--- src/logic/iq_consts.svh ---
/* instruction queue constants */

`ifndef IQ_CONSTS_SVH
`define IQ_CONSTS_SVH

// ========================================
// queue geometry
// ========================================

// number of queue entries, power of two
`define IQ_ENTRIES 8

// index width, log2 of the depth
`define IQ_NDX_W 3

// ========================================
// instruction fields
// ========================================

// target register number width
`define IQ_REG_W 5

`endif

--- src/logic/iq_pkg.sv ---
/* instruction queue types */

package iq_pkg;

    `include "iq_consts.svh"

    // position in the circular queue
    typedef logic [`IQ_NDX_W-1:0] que_ndx_t;

    // one queued instruction, 23 bits
    typedef struct packed {
        logic [15:0]          op_tag;
        logic [`IQ_REG_W-1:0] tgt;
        logic                 is_br;
        logic                 backbr;
    } iq_insn_t;

    // two-wide group from fetch, slot_v[0] belongs to insn0
    typedef struct packed {
        logic [1:0] slot_v;
        iq_insn_t   insn0;
        iq_insn_t   insn1;
    } fetch_grp_t;

    // done report from an execution unit
    typedef struct packed {
        que_ndx_t ndx;
    } wb_t;

    // retire record, cnt of 1 means only insn0 counts
    typedef struct packed {
        logic [1:0] cnt;
        iq_insn_t   insn0;
        iq_insn_t   insn1;
    } commit_t;

    typedef enum logic [1:0] {
        ST_RUN     = 2'd0,
        ST_RECOVER = 2'd1,
        ST_HALT    = 2'd2
    } iq_state_t;

    // slots that really enter the queue
    // a backwards branch in slot 0 kills slot 1
    function automatic logic [1:0] grp_keep(input fetch_grp_t grp);
        logic [1:0] keep;
        keep[0] = grp.slot_v[0];
        keep[1] = grp.slot_v[1] && !(grp.slot_v[0] && grp.insn0.backbr);
        return keep;
    endfunction

endpackage

--- src/logic/iq_ctrl.sv ---
/* queue control FSM */

`timescale 1ns/1ns

module iq_ctrl (
    input  logic              clk,
    input  logic              rst,
    input  logic              miss_valid,
    input  logic [3:0]        panic,
    output iq_pkg::iq_state_t state,
    output logic              enq_open,
    output logic              retire_en
);
    import iq_pkg::*;

    iq_state_t state_nx;

    // ========================================
    // next state
    // ========================================
    always_comb begin
        state_nx = state;
        // a miss wins over everything else
        if (miss_valid) begin
            state_nx = ST_RECOVER;
        end else begin
            case (state)
                ST_RUN: begin
                    if (|panic)
                        state_nx = ST_HALT;
                end
                // recover only ever lasts one cycle
                ST_RECOVER: begin
                    state_nx = (|panic) ? ST_HALT : ST_RUN;
                end
                ST_HALT: begin
                    if (~|panic)
                        state_nx = ST_RUN;
                end
                default: begin
                    state_nx = ST_RUN;
                end
            endcase
        end
    end

    always_ff @(posedge clk or posedge rst) begin
        if (rst) begin
            state <= ST_RUN;
        end else begin
            state <= state_nx;
        end
    end

    // ========================================
    // permissions
    // ========================================
    // fetch waits while the tail is being rewound
    assign enq_open = (state != ST_RECOVER);
    // panic also blocks at once, before the halt state is reached
    assign retire_en = (state != ST_HALT) && (~|panic);

endmodule

--- src/logic/iq_ptrs.sv ---
/* head and tail pointers */

`timescale 1ns/1ns

`include "iq_consts.svh"

module iq_ptrs (
    input  logic             clk,
    input  logic             rst,
    input  logic [1:0]       enq_cnt,
    input  logic [1:0]       ret_cnt,
    input  logic             miss_valid,
    input  iq_pkg::que_ndx_t miss_ndx,
    output iq_pkg::que_ndx_t head0,
    output iq_pkg::que_ndx_t head1,
    output iq_pkg::que_ndx_t tail,
    output logic [3:0]       free_cnt
);
    import iq_pkg::*;

    // index plus one wrap bit
    localparam int PW = `IQ_NDX_W + 1;

    logic [PW-1:0] head_q;
    logic [PW-1:0] tail_q;
    logic [PW-1:0] used;
    // distance from the oldest entry to the missed branch
    que_ndx_t      miss_dist;

    assign miss_dist = miss_ndx - head_q[`IQ_NDX_W-1:0];

    always_ff @(posedge clk or posedge rst) begin
        if (rst) begin
            head_q <= '0;
            tail_q <= '0;
        end else begin
            head_q <= head_q + PW'(ret_cnt);
            // rewind to just past the branch, measured from the old head
            // so the wrap bit stays right
            if (miss_valid)
                tail_q <= head_q + PW'(miss_dist) + PW'(1);
            else
                tail_q <= tail_q + PW'(enq_cnt);
        end
    end

    // ========================================
    // outputs
    // ========================================
    assign head0 = head_q[`IQ_NDX_W-1:0];
    assign head1 = head0 + que_ndx_t'(1);
    assign tail  = tail_q[`IQ_NDX_W-1:0];

    // equal index with differing wrap bits means full
    assign used     = tail_q - head_q;
    assign free_cnt = 4'(`IQ_ENTRIES) - 4'(used);

endmodule

--- src/logic/iq_valid.sv ---
/* entry valid bits */

`timescale 1ns/1ns

`include "iq_consts.svh"

module iq_valid (
    input  logic                   clk,
    input  logic                   rst,
    input  logic                   enq_fire,
    input  iq_pkg::fetch_grp_t     enq_grp,
    input  iq_pkg::que_ndx_t       tail,
    input  logic                   miss_valid,
    input  iq_pkg::que_ndx_t       miss_ndx,
    input  iq_pkg::que_ndx_t       head0,
    input  iq_pkg::que_ndx_t       head1,
    input  logic [1:0]             ret_cnt,
    output logic [`IQ_ENTRIES-1:0] iq_v
);
    import iq_pkg::*;

    logic [1:0]             keep;
    que_ndx_t               slot1_ndx;
    que_ndx_t               miss_span;
    logic [`IQ_ENTRIES-1:0] set_v;
    logic [`IQ_ENTRIES-1:0] stomp;
    logic [`IQ_ENTRIES-1:0] clr_v;

    // ========================================
    // enqueue
    // ========================================
    assign keep = grp_keep(enq_grp);
    // slot 1 follows slot 0, or sits at the tail if slot 0 is empty
    assign slot1_ndx = tail + que_ndx_t'(keep[0]);

    always_comb begin
        set_v = '0;
        if (enq_fire) begin
            if (keep[0])
                set_v[tail] = 1'b1;
            if (keep[1])
                set_v[slot1_ndx] = 1'b1;
        end
    end

    // ========================================
    // stomp on branch miss
    // ========================================
    // entries from miss_ndx+1 up to tail-1 are wrong path
    assign miss_span = tail - miss_ndx;

    always_comb begin
        que_ndx_t rel;
        for (int i = 0; i < `IQ_ENTRIES; i++) begin
            rel = que_ndx_t'(i) - miss_ndx;
            // span of zero means the queue is full and the
            // branch is the oldest entry, so all others go
            stomp[i] = miss_valid && (rel != '0) &&
                       ((miss_span == '0) || (rel < miss_span));
        end
    end

    // ========================================
    // retire and update
    // ========================================
    always_comb begin
        clr_v = stomp;
        // stomp and retire only ever clear, so they merge freely
        if (ret_cnt != 2'd0)
            clr_v[head0] = 1'b1;
        if (ret_cnt == 2'd2)
            clr_v[head1] = 1'b1;
    end

    always_ff @(posedge clk or posedge rst) begin
        if (rst) begin
            iq_v <= '0;
        end else begin
            iq_v <= (iq_v | set_v) & ~clr_v;
        end
    end

endmodule

--- src/logic/iq_store.sv ---
/* entry payload and done bits */

`timescale 1ns/1ns

`include "iq_consts.svh"

module iq_store (
    input  logic                        clk,
    input  logic                        rst,
    input  logic                        enq_fire,
    input  iq_pkg::fetch_grp_t          enq_grp,
    input  iq_pkg::que_ndx_t            tail,
    input  logic                        wb_valid,
    input  iq_pkg::wb_t                 wb,
    input  logic [`IQ_ENTRIES-1:0]      iq_v,
    input  iq_pkg::que_ndx_t            head0,
    input  iq_pkg::que_ndx_t            head1,
    output logic [1:0]                  head_ready,
    output iq_pkg::iq_insn_t [1:0]      head_insn
);
    import iq_pkg::*;

    iq_insn_t               slots [`IQ_ENTRIES];
    logic [`IQ_ENTRIES-1:0] done;
    logic [1:0]             keep;
    que_ndx_t               slot1_ndx;

    assign keep      = grp_keep(enq_grp);
    assign slot1_ndx = tail + que_ndx_t'(keep[0]);

    // payload array
    always_ff @(posedge clk) begin
        if (enq_fire && keep[0])
            slots[tail] <= enq_grp.insn0;
        if (enq_fire && keep[1])
            slots[slot1_ndx] <= enq_grp.insn1;
    end

    // ========================================
    // done tracking
    // ========================================
    always_ff @(posedge clk or posedge rst) begin
        if (rst) begin
            done <= '0;
        end else begin
            // late writeback to a stomped or retired slot is dropped
            if (wb_valid && iq_v[wb.ndx])
                done[wb.ndx] <= 1'b1;
            // new entries start not done
            if (enq_fire && keep[0])
                done[tail] <= 1'b0;
            if (enq_fire && keep[1])
                done[slot1_ndx] <= 1'b0;
        end
    end

    // head read out
    assign head_ready[0] = iq_v[head0] & done[head0];
    assign head_ready[1] = iq_v[head1] & done[head1];
    assign head_insn[0]  = slots[head0];
    assign head_insn[1]  = slots[head1];

endmodule

--- src/logic/iq_top.sv ---
/* instruction queue top */

`timescale 1ns/1ns

`include "iq_consts.svh"

module iq_top (
    input  logic               clk,
    input  logic               rst,
    input  logic               enq_valid,
    input  iq_pkg::fetch_grp_t enq_grp,
    output logic               enq_ready,
    input  logic               wb_valid,
    input  iq_pkg::wb_t        wb,
    input  logic               miss_valid,
    input  iq_pkg::que_ndx_t   miss_ndx,
    input  logic [3:0]         panic,
    output logic               cmt_valid,
    output iq_pkg::commit_t    cmt,
    input  logic               cmt_ready
);
    import iq_pkg::*;

    iq_state_t              ctrl_state;
    logic                   enq_open;
    logic                   retire_en;
    que_ndx_t               head0;
    que_ndx_t               head1;
    que_ndx_t               tail;
    logic [3:0]             free_cnt;
    logic [`IQ_ENTRIES-1:0] iq_v;
    logic [1:0]             head_ready;
    iq_insn_t [1:0]         head_insn;
    logic                   enq_fire;
    logic [1:0]             keep;
    logic [1:0]             enq_cnt;
    logic [1:0]             ret_cnt;
    // a stalled single retire stays single
    logic                   hold_one;

    // ========================================
    // enqueue handshake
    // ========================================
    // room for a full group, and no tail rewind on this edge
    assign enq_ready = enq_open && (free_cnt >= 4'd2) && !miss_valid;
    assign enq_fire  = enq_valid && enq_ready;
    assign keep      = grp_keep(enq_grp);
    assign enq_cnt   = enq_fire ? (2'(keep[0]) + 2'(keep[1])) : 2'd0;

    // ========================================
    // retire handshake
    // ========================================
    assign cmt_valid = retire_en && head_ready[0];

    always_comb begin
        cmt.cnt   = (head_ready[1] && !hold_one) ? 2'd2 : 2'd1;
        cmt.insn0 = head_insn[0];
        cmt.insn1 = head_insn[1];
    end

    assign ret_cnt = (cmt_valid && cmt_ready) ? cmt.cnt : 2'd0;

    always_ff @(posedge clk or posedge rst) begin
        if (rst) begin
            hold_one <= 1'b0;
        end else begin
            hold_one <= cmt_valid && !cmt_ready && (cmt.cnt == 2'd1);
        end
    end

    // ========================================
    // blocks
    // ========================================
    iq_ctrl ctrl_i (
        .clk        (clk),
        .rst        (rst),
        .miss_valid (miss_valid),
        .panic      (panic),
        .state      (ctrl_state),
        .enq_open   (enq_open),
        .retire_en  (retire_en)
    );

    iq_ptrs ptrs_i (
        .clk        (clk),
        .rst        (rst),
        .enq_cnt    (enq_cnt),
        .ret_cnt    (ret_cnt),
        .miss_valid (miss_valid),
        .miss_ndx   (miss_ndx),
        .head0      (head0),
        .head1      (head1),
        .tail       (tail),
        .free_cnt   (free_cnt)
    );

    iq_valid valid_i (
        .clk        (clk),
        .rst        (rst),
        .enq_fire   (enq_fire),
        .enq_grp    (enq_grp),
        .tail       (tail),
        .miss_valid (miss_valid),
        .miss_ndx   (miss_ndx),
        .head0      (head0),
        .head1      (head1),
        .ret_cnt    (ret_cnt),
        .iq_v       (iq_v)
    );

    iq_store store_i (
        .clk        (clk),
        .rst        (rst),
        .enq_fire   (enq_fire),
        .enq_grp    (enq_grp),
        .tail       (tail),
        .wb_valid   (wb_valid),
        .wb         (wb),
        .iq_v       (iq_v),
        .head0      (head0),
        .head1      (head1),
        .head_ready (head_ready),
        .head_insn  (head_insn)
    );

endmodule

--- config.mk ---
export PLATFORM = sky130hd
export DESIGN_NAME = iq_top
export DESIGN_NICKNAME = d
export VERILOG_FILES = /design/src/logic/iq_pkg.sv /design/src/logic/iq_ctrl.sv /design/src/logic/iq_ptrs.sv /design/src/logic/iq_valid.sv /design/src/logic/iq_store.sv /design/src/logic/iq_top.sv
export VERILOG_INCLUDE_DIRS = /design/src /design/src/logic
export SDC_FILE = /design/constraint.sdc
export NUM_CORES = 1
export LEC_CHECK = 0
export BUFFER_PORTS_ARGS = -buffer_cell sky130_fd_sc_hd__buf_4
export CORE_MARGIN = 2
export CORE_UTILIZATION = 55
export DETAILED_ROUTE_END_ITERATION = 8
export GPL_TIMING_DRIVEN = 1
export PLACE_DENSITY = 0.77
export SLEW_MARGIN = 15
export SYNTH_ARGS = -nofsm -noshare
export SYNTH_HDL_FRONTEND = slang
export SYNTH_SLANG_ARGS = --single-unit
--- constraint.sdc ---
create_clock -name clk -period 4.3 [get_ports clk]
set_clock_uncertainty 0.05 [all_clocks]
set_input_delay 0.215 -clock clk [delete_from_list [all_inputs] [get_ports clk]]
set_output_delay 0.215 -clock clk [all_outputs]
set_load 0.005 [all_outputs]
== Yosys cells after proc, flatten, opt, wreduce, memory -nomap -nowiden ==
Memory sizes are Yosys's and may differ from the RTL's.
Index checks and enable logic that the tools add are counted.

* Memories: 1
* Output and inout port bits: 50
* Memory bits (writable): 184
* Register bits: 27
* Logic and storage cells: 169

{| class="wikitable"
|+ Memory list
! memory !! depth !! width !! rd ports !! clocked after Yosys merged registers in !! write ports !! line !! text
|-
| store_i.slots || 8 || 23 || 2 || 0 || 2 || iq_store.sv:23 || <nowiki>iq_insn_t slots [`IQ_ENTRIES];</nowiki>
|}

* $add $sub $neg: 19
* $lt $le $gt $ge: 19
* Bitwise logic cells: 13
* Eq/ne operators: 8
* Reduce and logical (&&, ||, !) cells: 61
* Muxes and demuxes: 42

{| class="wikitable"
|+ Operators by type and width
! operator !! count
|-
| $mux W8 || 9
|-
| $or A8 B8 Y8 || 5
|-
| $logic_and A1 B1 Y1 || 35
|-
| $and A8 B8 Y8 || 3
|-
| $lt A3 B3 Y1 || 8
|-
| $not A8 Y8 || 3
|-
| $reduce_bool A3 Y1 || 8
|-
| $lt A3 B4 Y1 const B || 5
|-
| $bmux W1 S3 || 5
|-
| $demux W1 S3 || 5
|-
| $ge A3 B1 Y1 const B || 5
|-
| $mux W1 || 14
|-
| $mux W2 || 7
|-
| $sub A3 B3 Y3 const A || 4
|-
| $add A4 B2 Y4 || 2
|-
| $logic_or A1 B1 Y1 || 8
|-
| $pmux W2 S3 || 1
|-
| $sub A1 B3 Y3 const A || 2
|-
| $sub A2 B3 Y3 const A || 2
|-
| $sub A3 B3 Y3 || 2
|-
| $logic_not A1 Y1 || 5
|-
| $add A4 B1 Y4 const B || 1
|-
| $add A4 B3 Y4 || 1
|-
| $eq A2 B1 Y1 const B || 2
|-
| 18 further kinds || 20
|}

== Depth between registers and ports, before layout ==
Gate-level depths: netlist of run 1.

* Depth in word-level cells: 13
* Depth in mapped cells: 18
* Mapped depth without buffers: 16

== Modules after synthesis ==
Synthesis of run 1 repeated with hierarchy kept, for this count alone.

* Cells, all modules: 902
* Area total of the unflattened synthesis: 13629.3 µm²

{| class="wikitable"
|+ By module, submodules not included
! module !! instances !! seq. area each (µm²) !! area each (µm²) !! cells an instance
|-
| iq_store || 1 || 5725.5 || 11364.6 || 642
|-
| iq_valid || 1 || 200.2 || 1248.7 || 159
|-
| iq_ptrs || 1 || 200.2 || 759.5 || 73
|-
| iq_top || 1 || 25.0 || 161.4 || 19
|-
| iq_ctrl || 1 || 50.0 || 95.1 || 9
|}

== Worst setup path before layout of run 1 ==
No wires, ideal clock.

* Kind: register to register
* From: register ptrs_i.head_q[0]
* To: memory store_i.slots[5][0] (netlist name), enable pin
* Required time: 3815 ps
* Slack: -145 ps
* Period minus slack after synthesis: 4445 ps
* Setup time: 435 ps
* Data arrival time: 3960 ps
* Cell stages (with the launch flop): 14
* Cell sequence: dfrtp_1 -> buf_2 -> buf_2 -> inv_1 -> ha_1 -> inv_1 -> ha_1 -> inv_1 -> fa_1 -> xnor2_1 -> xnor2_2 -> nand2_1 -> nand2_1 -> o21ai_0

{| class="wikitable"
|+ RTL lines
! item !! line !! text
|-
| start: declaration || iq_ptrs.sv:24 || <nowiki>logic [PW-1:0] head_q;</nowiki>
|-
| start signal: assignment || iq_ptrs.sv:37 || <nowiki>head_q <= head_q + PW'(ret_cnt);</nowiki>
|-
| end: declaration || iq_store.sv:23 ||
|}

==> results of run 1 <==
==> per-stage QoR <==
step                      total power, mW  hold slack (ns)    util  instance area [sq um]
after floorplan                     2.917           0.2177       -                  12900
after global placement              3.203           0.3995  0.6125                  14250
after detailed placement            3.221           0.4034  0.6125                  14250
after CTS                           5.285         0.001315  0.6490                  15100
after global routing                5.465          0.01162  0.6493                  15100
final                               5.295          0.01245  0.6493                  15100
==> cell families after synthesis <==
family                   Yosys count  share of synthesized area
flip-flops                       211                     0.4807
buffers and inverters            104                    0.03714
XOR/XNOR                          18                    0.01387
adder cells (fa/ha/maj)           44                    0.04616
AND/OR/NAND/NOR                  169                    0.07177
multiplexers                     200                     0.1916
AO/OA/AOI/OAI                    269                     0.1588
==> per-layer routing <==
metal,vias up,share of wire,GRT usage
met5,-,0,0
met4,0,0.038,0.1320
met3,147,0.11,0.05562
met2,713,0.47,0.5203
met1,5063,0.38,0.4446
li1,4336,-,-
==> worst max path at each step <==
stage	startpoint	to	slack, ns
after floorplan	ptrs_i.head_q[0]	store_i.slots[1][0]	-0.13
after global placement	ptrs_i.head_q[1]	ptrs_i.head_q[2]	0.76
after detailed placement	ptrs_i.tail_q[2]	store_i.slots[1][22]	0.70
after CTS	ptrs_i.head_q[1]	cmt[12]	0.49
after global routing	ptrs_i.head_q[1]	cmt[17]	0.34
final	ptrs_i.head_q[1]	cmt[12]	0.45
==> sequential cells by signal, indices dropped and copies added (netlist names) <==
signal and cells:
store_i.slots 184, store_i.done 8, valid_i.iq_v 8, ptrs_i.head_q 4
ptrs_i.tail_q 4, ctrl_i.state 2, hold_one 1
==> where the power goes <==
| group | internal [mW] | switching [mW] | total, mW |
|---|---|---|---|
| Sequential | 2.32 | 0.0765 | 2.39 |
| Clock | 1.27 | 0.808 | 2.08 |
| Combinational | 0.364 | 0.454 | 0.818 |
| Total | 3.96 | 1.34 | 5.29 |
==> final cells by class <==
class                           instances  area, sq um  share of cell area
Inverter                               37        138.9            0.009195
Multi-Input combinational cell        700         6297              0.4169
Timing Repair Buffer                  164         1269             0.08400
Clock buffer                           33        675.6             0.04473
Clock inverter                          9        123.9            0.008201
Sequential cell                       211         6201              0.4105
Tap cell                              319        399.1             0.02642
==> cell usage after synthesis (16+ instances only) <==
| cell | count |
|---|---|
| nand3_1 | 27 |
| a22oi_1 | 138 |
| mux2_2 | 123 |
| dfrtp_1 | 27 |
| nor3_1 | 16 |
| mux2_4 | 57 |
| a22o_1 | 23 |
| nand4_1 | 31 |
| ha_1 | 38 |
| nand2_1 | 30 |
| nor2_1 | 21 |
| o21ai_0 | 16 |
| inv_1 | 36 |
| clkbuf_1 | 38 |
| edfxtp_1 | 184 |
| a221oi_1 | 36 |
==> cell usage in the layout (no fill, tap or decap), drive strengths merged, types with 3 or more instances in the layout <==
master / instances
nand2b: 8
a41oi: 3
mux2i: 13
bufinv: 3
o32ai: 9
a22o: 23
and3: 6
nor3: 17
buf: 159
nor4: 4
ha: 38
nand2: 36
dlygate4sd3: 5
clkinv: 6
nor2b: 9
mux2: 185
a22oi: 138
xnor2: 9
xor2: 8
a31oi: 3
o21ai: 16
a21o: 4
edfxtp: 184
inv: 35
nor2: 21
a21oi: 16
nand4: 31
a221oi: 36
fa: 6
dfrtp: 27
a211oi: 14
nor3b: 4
nand3: 27
clkbuf: 33
==> impl_metrics.tcl, run 1 <==
set metrics [dict create \
    crit_cells 9 \
    cp_slowest_stage_delay_ns 0.62 \
    hold_depth 2 \
    grt_usage 0.3257 \
    synth_area_leaders "edfxtp_1, mux2_2, a22oi_1, mux2_4, dfrtp_1" \
    timing.rr.end "ptrs_i.head_q[2]" \
    final_nets 1246 \
    root_buffer "clkbuf_16" \
    die_w_um 157.2 \
    cts.sinks 211 \
    tightest_slew_ns 1.218 \
    rsz0062_at_grt "false" \
    syn_area_sq_mm 0.01290 \
    clk_path_buf_depth 3 \
    fp.dieArea_sq_mm 0.02470 \
    synth-seq-area-share 0.4807 \
    irDropWorstVdd_mv 0.2664 \
    synth_seq_cells 211 \
    status "complete, no violations" \
    viasPerCell 6.965 \
    yosysTopAreaCell "edfxtp_1" \
    initial_core_util 0.5546 \
    period_share 0.8949 \
    crit_type "reg2out" \
    path_clk_slew_ns 0.06 \
    numPortBuffers 113 \
    finalSetupViolations 0 \
    area_growth_pct 17.08 \
    instances_no_fill 1473 \
    h-tree-depth 1 \
    critical_path.max_fanout 14 \
    n_antenna_cell 0 \
    post-dp-hpwl_um 24460 \
    vias 10260 \
    synthCells 1015 \
    firstDrtPassIters 6 \
    grt_antenna_before_repair 0 \
    cap_violations 0 \
    finalHoldViolCount 0 \
    drive_above_1_share 0.3562 \
    avgSynthCellArea_sq_um 12.71 \
    yosys_warnings 0 \
    die_h_um 157.2 \
    core_region_area_sq_mm 0.02326 \
    crit_chain "buf_4 -> ha_1 -> xnor2_1 -> nor2_2 -> buf_4 -> a22o_1 -> a221oi_1 -> nand3_1 -> buf_4" \
    cts_hold_buf 5 \
    end_kind "output pin" \
    synth_edf_count 184 \
    leakage_nw 5.769 \
    cts-buffers-inserted 24 \
    power.density_mw_per_mm2 350.6 \
    grt_max_degree 28 \
    synth_flop_cell "edfxtp_1" \
    cp_common_cell "buf_4" \
    fmax_ghz 0.2599 \
    first_iter_violations 1335 \
    drc 0 \
    reg2reg_depth 10 \
    grt_pass1_wl_um 60150 \
    cts_resized 0 \
    synthDistinctLibCells 58 \
    grt_pass1_vias 10160 \
    post_cts_buffers 0 \
    synth.top_cell.area_share 0.4283 \
    hold_end "store_i.slots[5][0]" \
    fillers 1735 \
    reg2reg_slack_ns 0.61 \
    cp-start-kind "flip-flop" \
    place_inst 1426 \
    wl_per_cell_um 27.45 \
    cts_tree "yes" \
    min_from "enq_grp[0]" \
    slew_violations 0 \
    slowest_stage "xnor2_1" \
    finalSetupTns_ns 0 \
    hold_class "in2reg" \
    critical_path.n_buffers_inverters 3 \
    ant_nets 0 \
    fin_crit_ns 3.848 \
    clkLatencyLatePin_ns 0.51 \
    cp.required_ns 4.03 \
    max-slew-margin-rel 0.1871 \
    cp_top_family "buffers and inverters" \
    place.gp.congestion 0.9174 \
    r2r_start "ptrs_i.head_q[1]" \
    finalWirelength_um 40440 \
    ios 114 \
    synth_nets 1123 \
    async_reset_ff_frac 0.1280 \
    setup_ws_ns 0.4519 \
    critPathArrivalTime_ns 3.58 \
    row_count 56 \
    grt_overflow 0 \
    pre_cts_ws_ns 0.7020 \
]
(Power assumes the default switching activity.)
==> inputs of run 2 (changes only) <==
- HOLD_SLACK_MARGIN: not set -> 0.06
==> impl_metrics.tcl, run 2 (synthesis gave the netlist of run 1 again) <==
set metrics [dict create \
    status "complete, no violations" \
    initial_core_util 0.5546 \
    final_common_cell "edfxtp_1" \
    pre_cts_ws_ns 0.7020 \
    fp.dieArea_sq_mm 0.02470 \
    fmax_ghz 0.2437 \
    finalSetupTns_ns 0 \
    drive_above_1_share 0.3377 \
    h-tree-depth 1 \
    largest_reg_flops 184 \
    ant_nets 0 \
    cp_top_family "buffers and inverters" \
    setup_ws_ns 0.1958 \
    cp.required_ns 4.52 \
    tightest_slew_ns 1.225 \
    rsz0062_at_grt "false" \
    period_share 0.9545 \
    cp_slowest_stage_delay_ns 0.55 \
    grt_usage 0.3327 \
    finalHoldViolCount 0 \
    slew_violations 0 \
    layout_common_cells "edfxtp_1, buf_4, a22oi_1" \
    grt_pass1_wl_um 61550 \
    critPathArrivalTime_ns 4.32 \
    area_growth_pct 22.31 \
    cts_tree "yes" \
    numPortBuffers 113 \
    firstDrtPassIters 6 \
    clkLatencyLatePin_ns 0.52 \
    power.density_mw_per_mm2 339.4 \
    drc 0 \
    path_clk_slew_ns 0.06 \
    cts.sinks 211 \
    end_kind "flip-flop" \
    switchingPower_mw 1.357 \
    pwr-share-comb 0.163 \
    final_nets 1312 \
    ios 114 \
    multiInputGateArea_sq_mm 0.006300 \
    wl_met3_um 4779 \
    row_count 56 \
    hold_end "store_i.slots[5][0]" \
    post-dp-hpwl_um 24460 \
    first_iter_violations 1344 \
    n_antenna_cell 0 \
    grt_pass1_vias 10480 \
    p_int_mw 3.999 \
    finalSetupViolations 0 \
    timing.rr.end "store_i.slots[3][2]" \
    core_region_area_sq_mm 0.02326 \
    hold_class "in2reg" \
    finalWirelength_um 41410 \
    place.gp.congestion 0.9174 \
    crit_chain "inv_1 -> ha_1 -> ha_1 -> inv_1 -> fa_1 -> xnor2_1 -> xnor2_2 -> a211oi_2 -> and2_1 -> buf_4 -> mux2_2 -> dlygate4sd3_1" \
    critical_path.max_fanout 23 \
    grt_max_degree 28 \
    pwr-share-seq 0.447 \
    reg2reg_depth 12 \
    grt_overflow 0 \
    hold_depth 2 \
    root_buffer "clkbuf_16" \
    fillers 1645 \
    reg2reg_slack_ns 0.20 \
    crit_type "reg2reg" \
    dr_wl_met2_um 19360 \
    die_w_um 157.2 \
    grt_antenna_before_repair 0 \
    slowest_stage "dlygate4sd3_1" \
    r2r_start "ptrs_i.tail_q[1]" \
    highest_layer "met4" \
    post_cts_buffers 0 \
    top_register "store_i.slots" \
    switching_share 0.2533 \
    wl_met1_um 15440 \
    seq_area_sq_mm 0.006201 \
    clk_path_buf_depth 3 \
    wl_per_cell_um 26.91 \
    die_h_um 157.2 \
    min_from "enq_grp[23]" \
    cp-start-kind "flip-flop" \
    cts-buffers-inserted 24 \
    max-slew-margin-rel 0.1824 \
    cap_violations 0 \
    leakage_nw 6.052 \
    vias 10500 \
    fin_crit_ns 4.104 \
    largestRegisters "store_i.slots x184, store_i.done x8, valid_i.iq_v x8" \
    post-route-util 0.6783 \
    clock_power_share 0.390 \
    viasPerCell 6.819 \
    irDropWorstVdd_mv 0.2697 \
    critical_path.n_buffers_inverters 4 \
]
[run 2: cell type report]
cell class,count,area share
flip-flops and latches,211,0.3930
repair buffers,230,0.1230
well taps,319,0.02530
inverters,37,0.008802
multi-input cells,700,0.3993
clock buffers,33,0.04282
clock inverters,9,0.007850
[run 2: how the worst max path moves through the flow]
stage | from | endpoint | slack, ns | depth (start not counted)
floorplan | ptrs_i.head_q[0] | store_i.slots[1][0] | -0.13 | 13
global placement | ptrs_i.head_q[1] | ptrs_i.head_q[2] | 0.76 | 10
detailed placement | ptrs_i.tail_q[2] | store_i.slots[1][22] | 0.70 | 10
CTS | ptrs_i.tail_q[2] | store_i.slots[1][12] | 0.18 | 11
global route | ptrs_i.tail_q[1] | store_i.slots[3][2] | 0.01 | 12
finish | ptrs_i.tail_q[1] | store_i.slots[3][2] | 0.20 | 12
[run 2: per-layer routing]
layer,vias up,track usage
li1,4465,-
met1,5118,0.4486
met2,750,0.5303
met3,162,0.06112
met4,0,0.1433
met5,-,0
[run 2: timing repair]
action	CTS	global route
setup endpoints to repair	0	14
hold endpoints to repair	217	0
resized for setup	0	4
hold buffers	71	0
[run 2: power by group through the flow]
| stage | Sequential [mW] | Clock [mW] | Combinational [mW] |
|---|---|---|---|
| after detailed placement | 2.43 | 0 | 0.792 |
| after global placement | 2.43 | 0 | 0.774 |
| after floorplan | 2.40 | 0 | 0.518 |
| after global routing | 2.40 | 2.17 | 0.951 |
| after CTS | 2.39 | 2.09 | 0.850 |
| final | 2.40 | 2.09 | 0.872 |
[run 2: through the flow]
step	power (mW)	cells	area, sq um	hold slack (ns)
6_report	5.355	1539	15780	0.06875
5_1_grt	5.526	1539	15780	0.07628
4_1_cts	5.333	1539	15760	0.06382
3_5_place_dp	3.221	1426	14250	0.4034
3_3_place_gp	3.203	1426	14250	0.3995
2_1_floorplan	2.917	1015	12900	0.2177
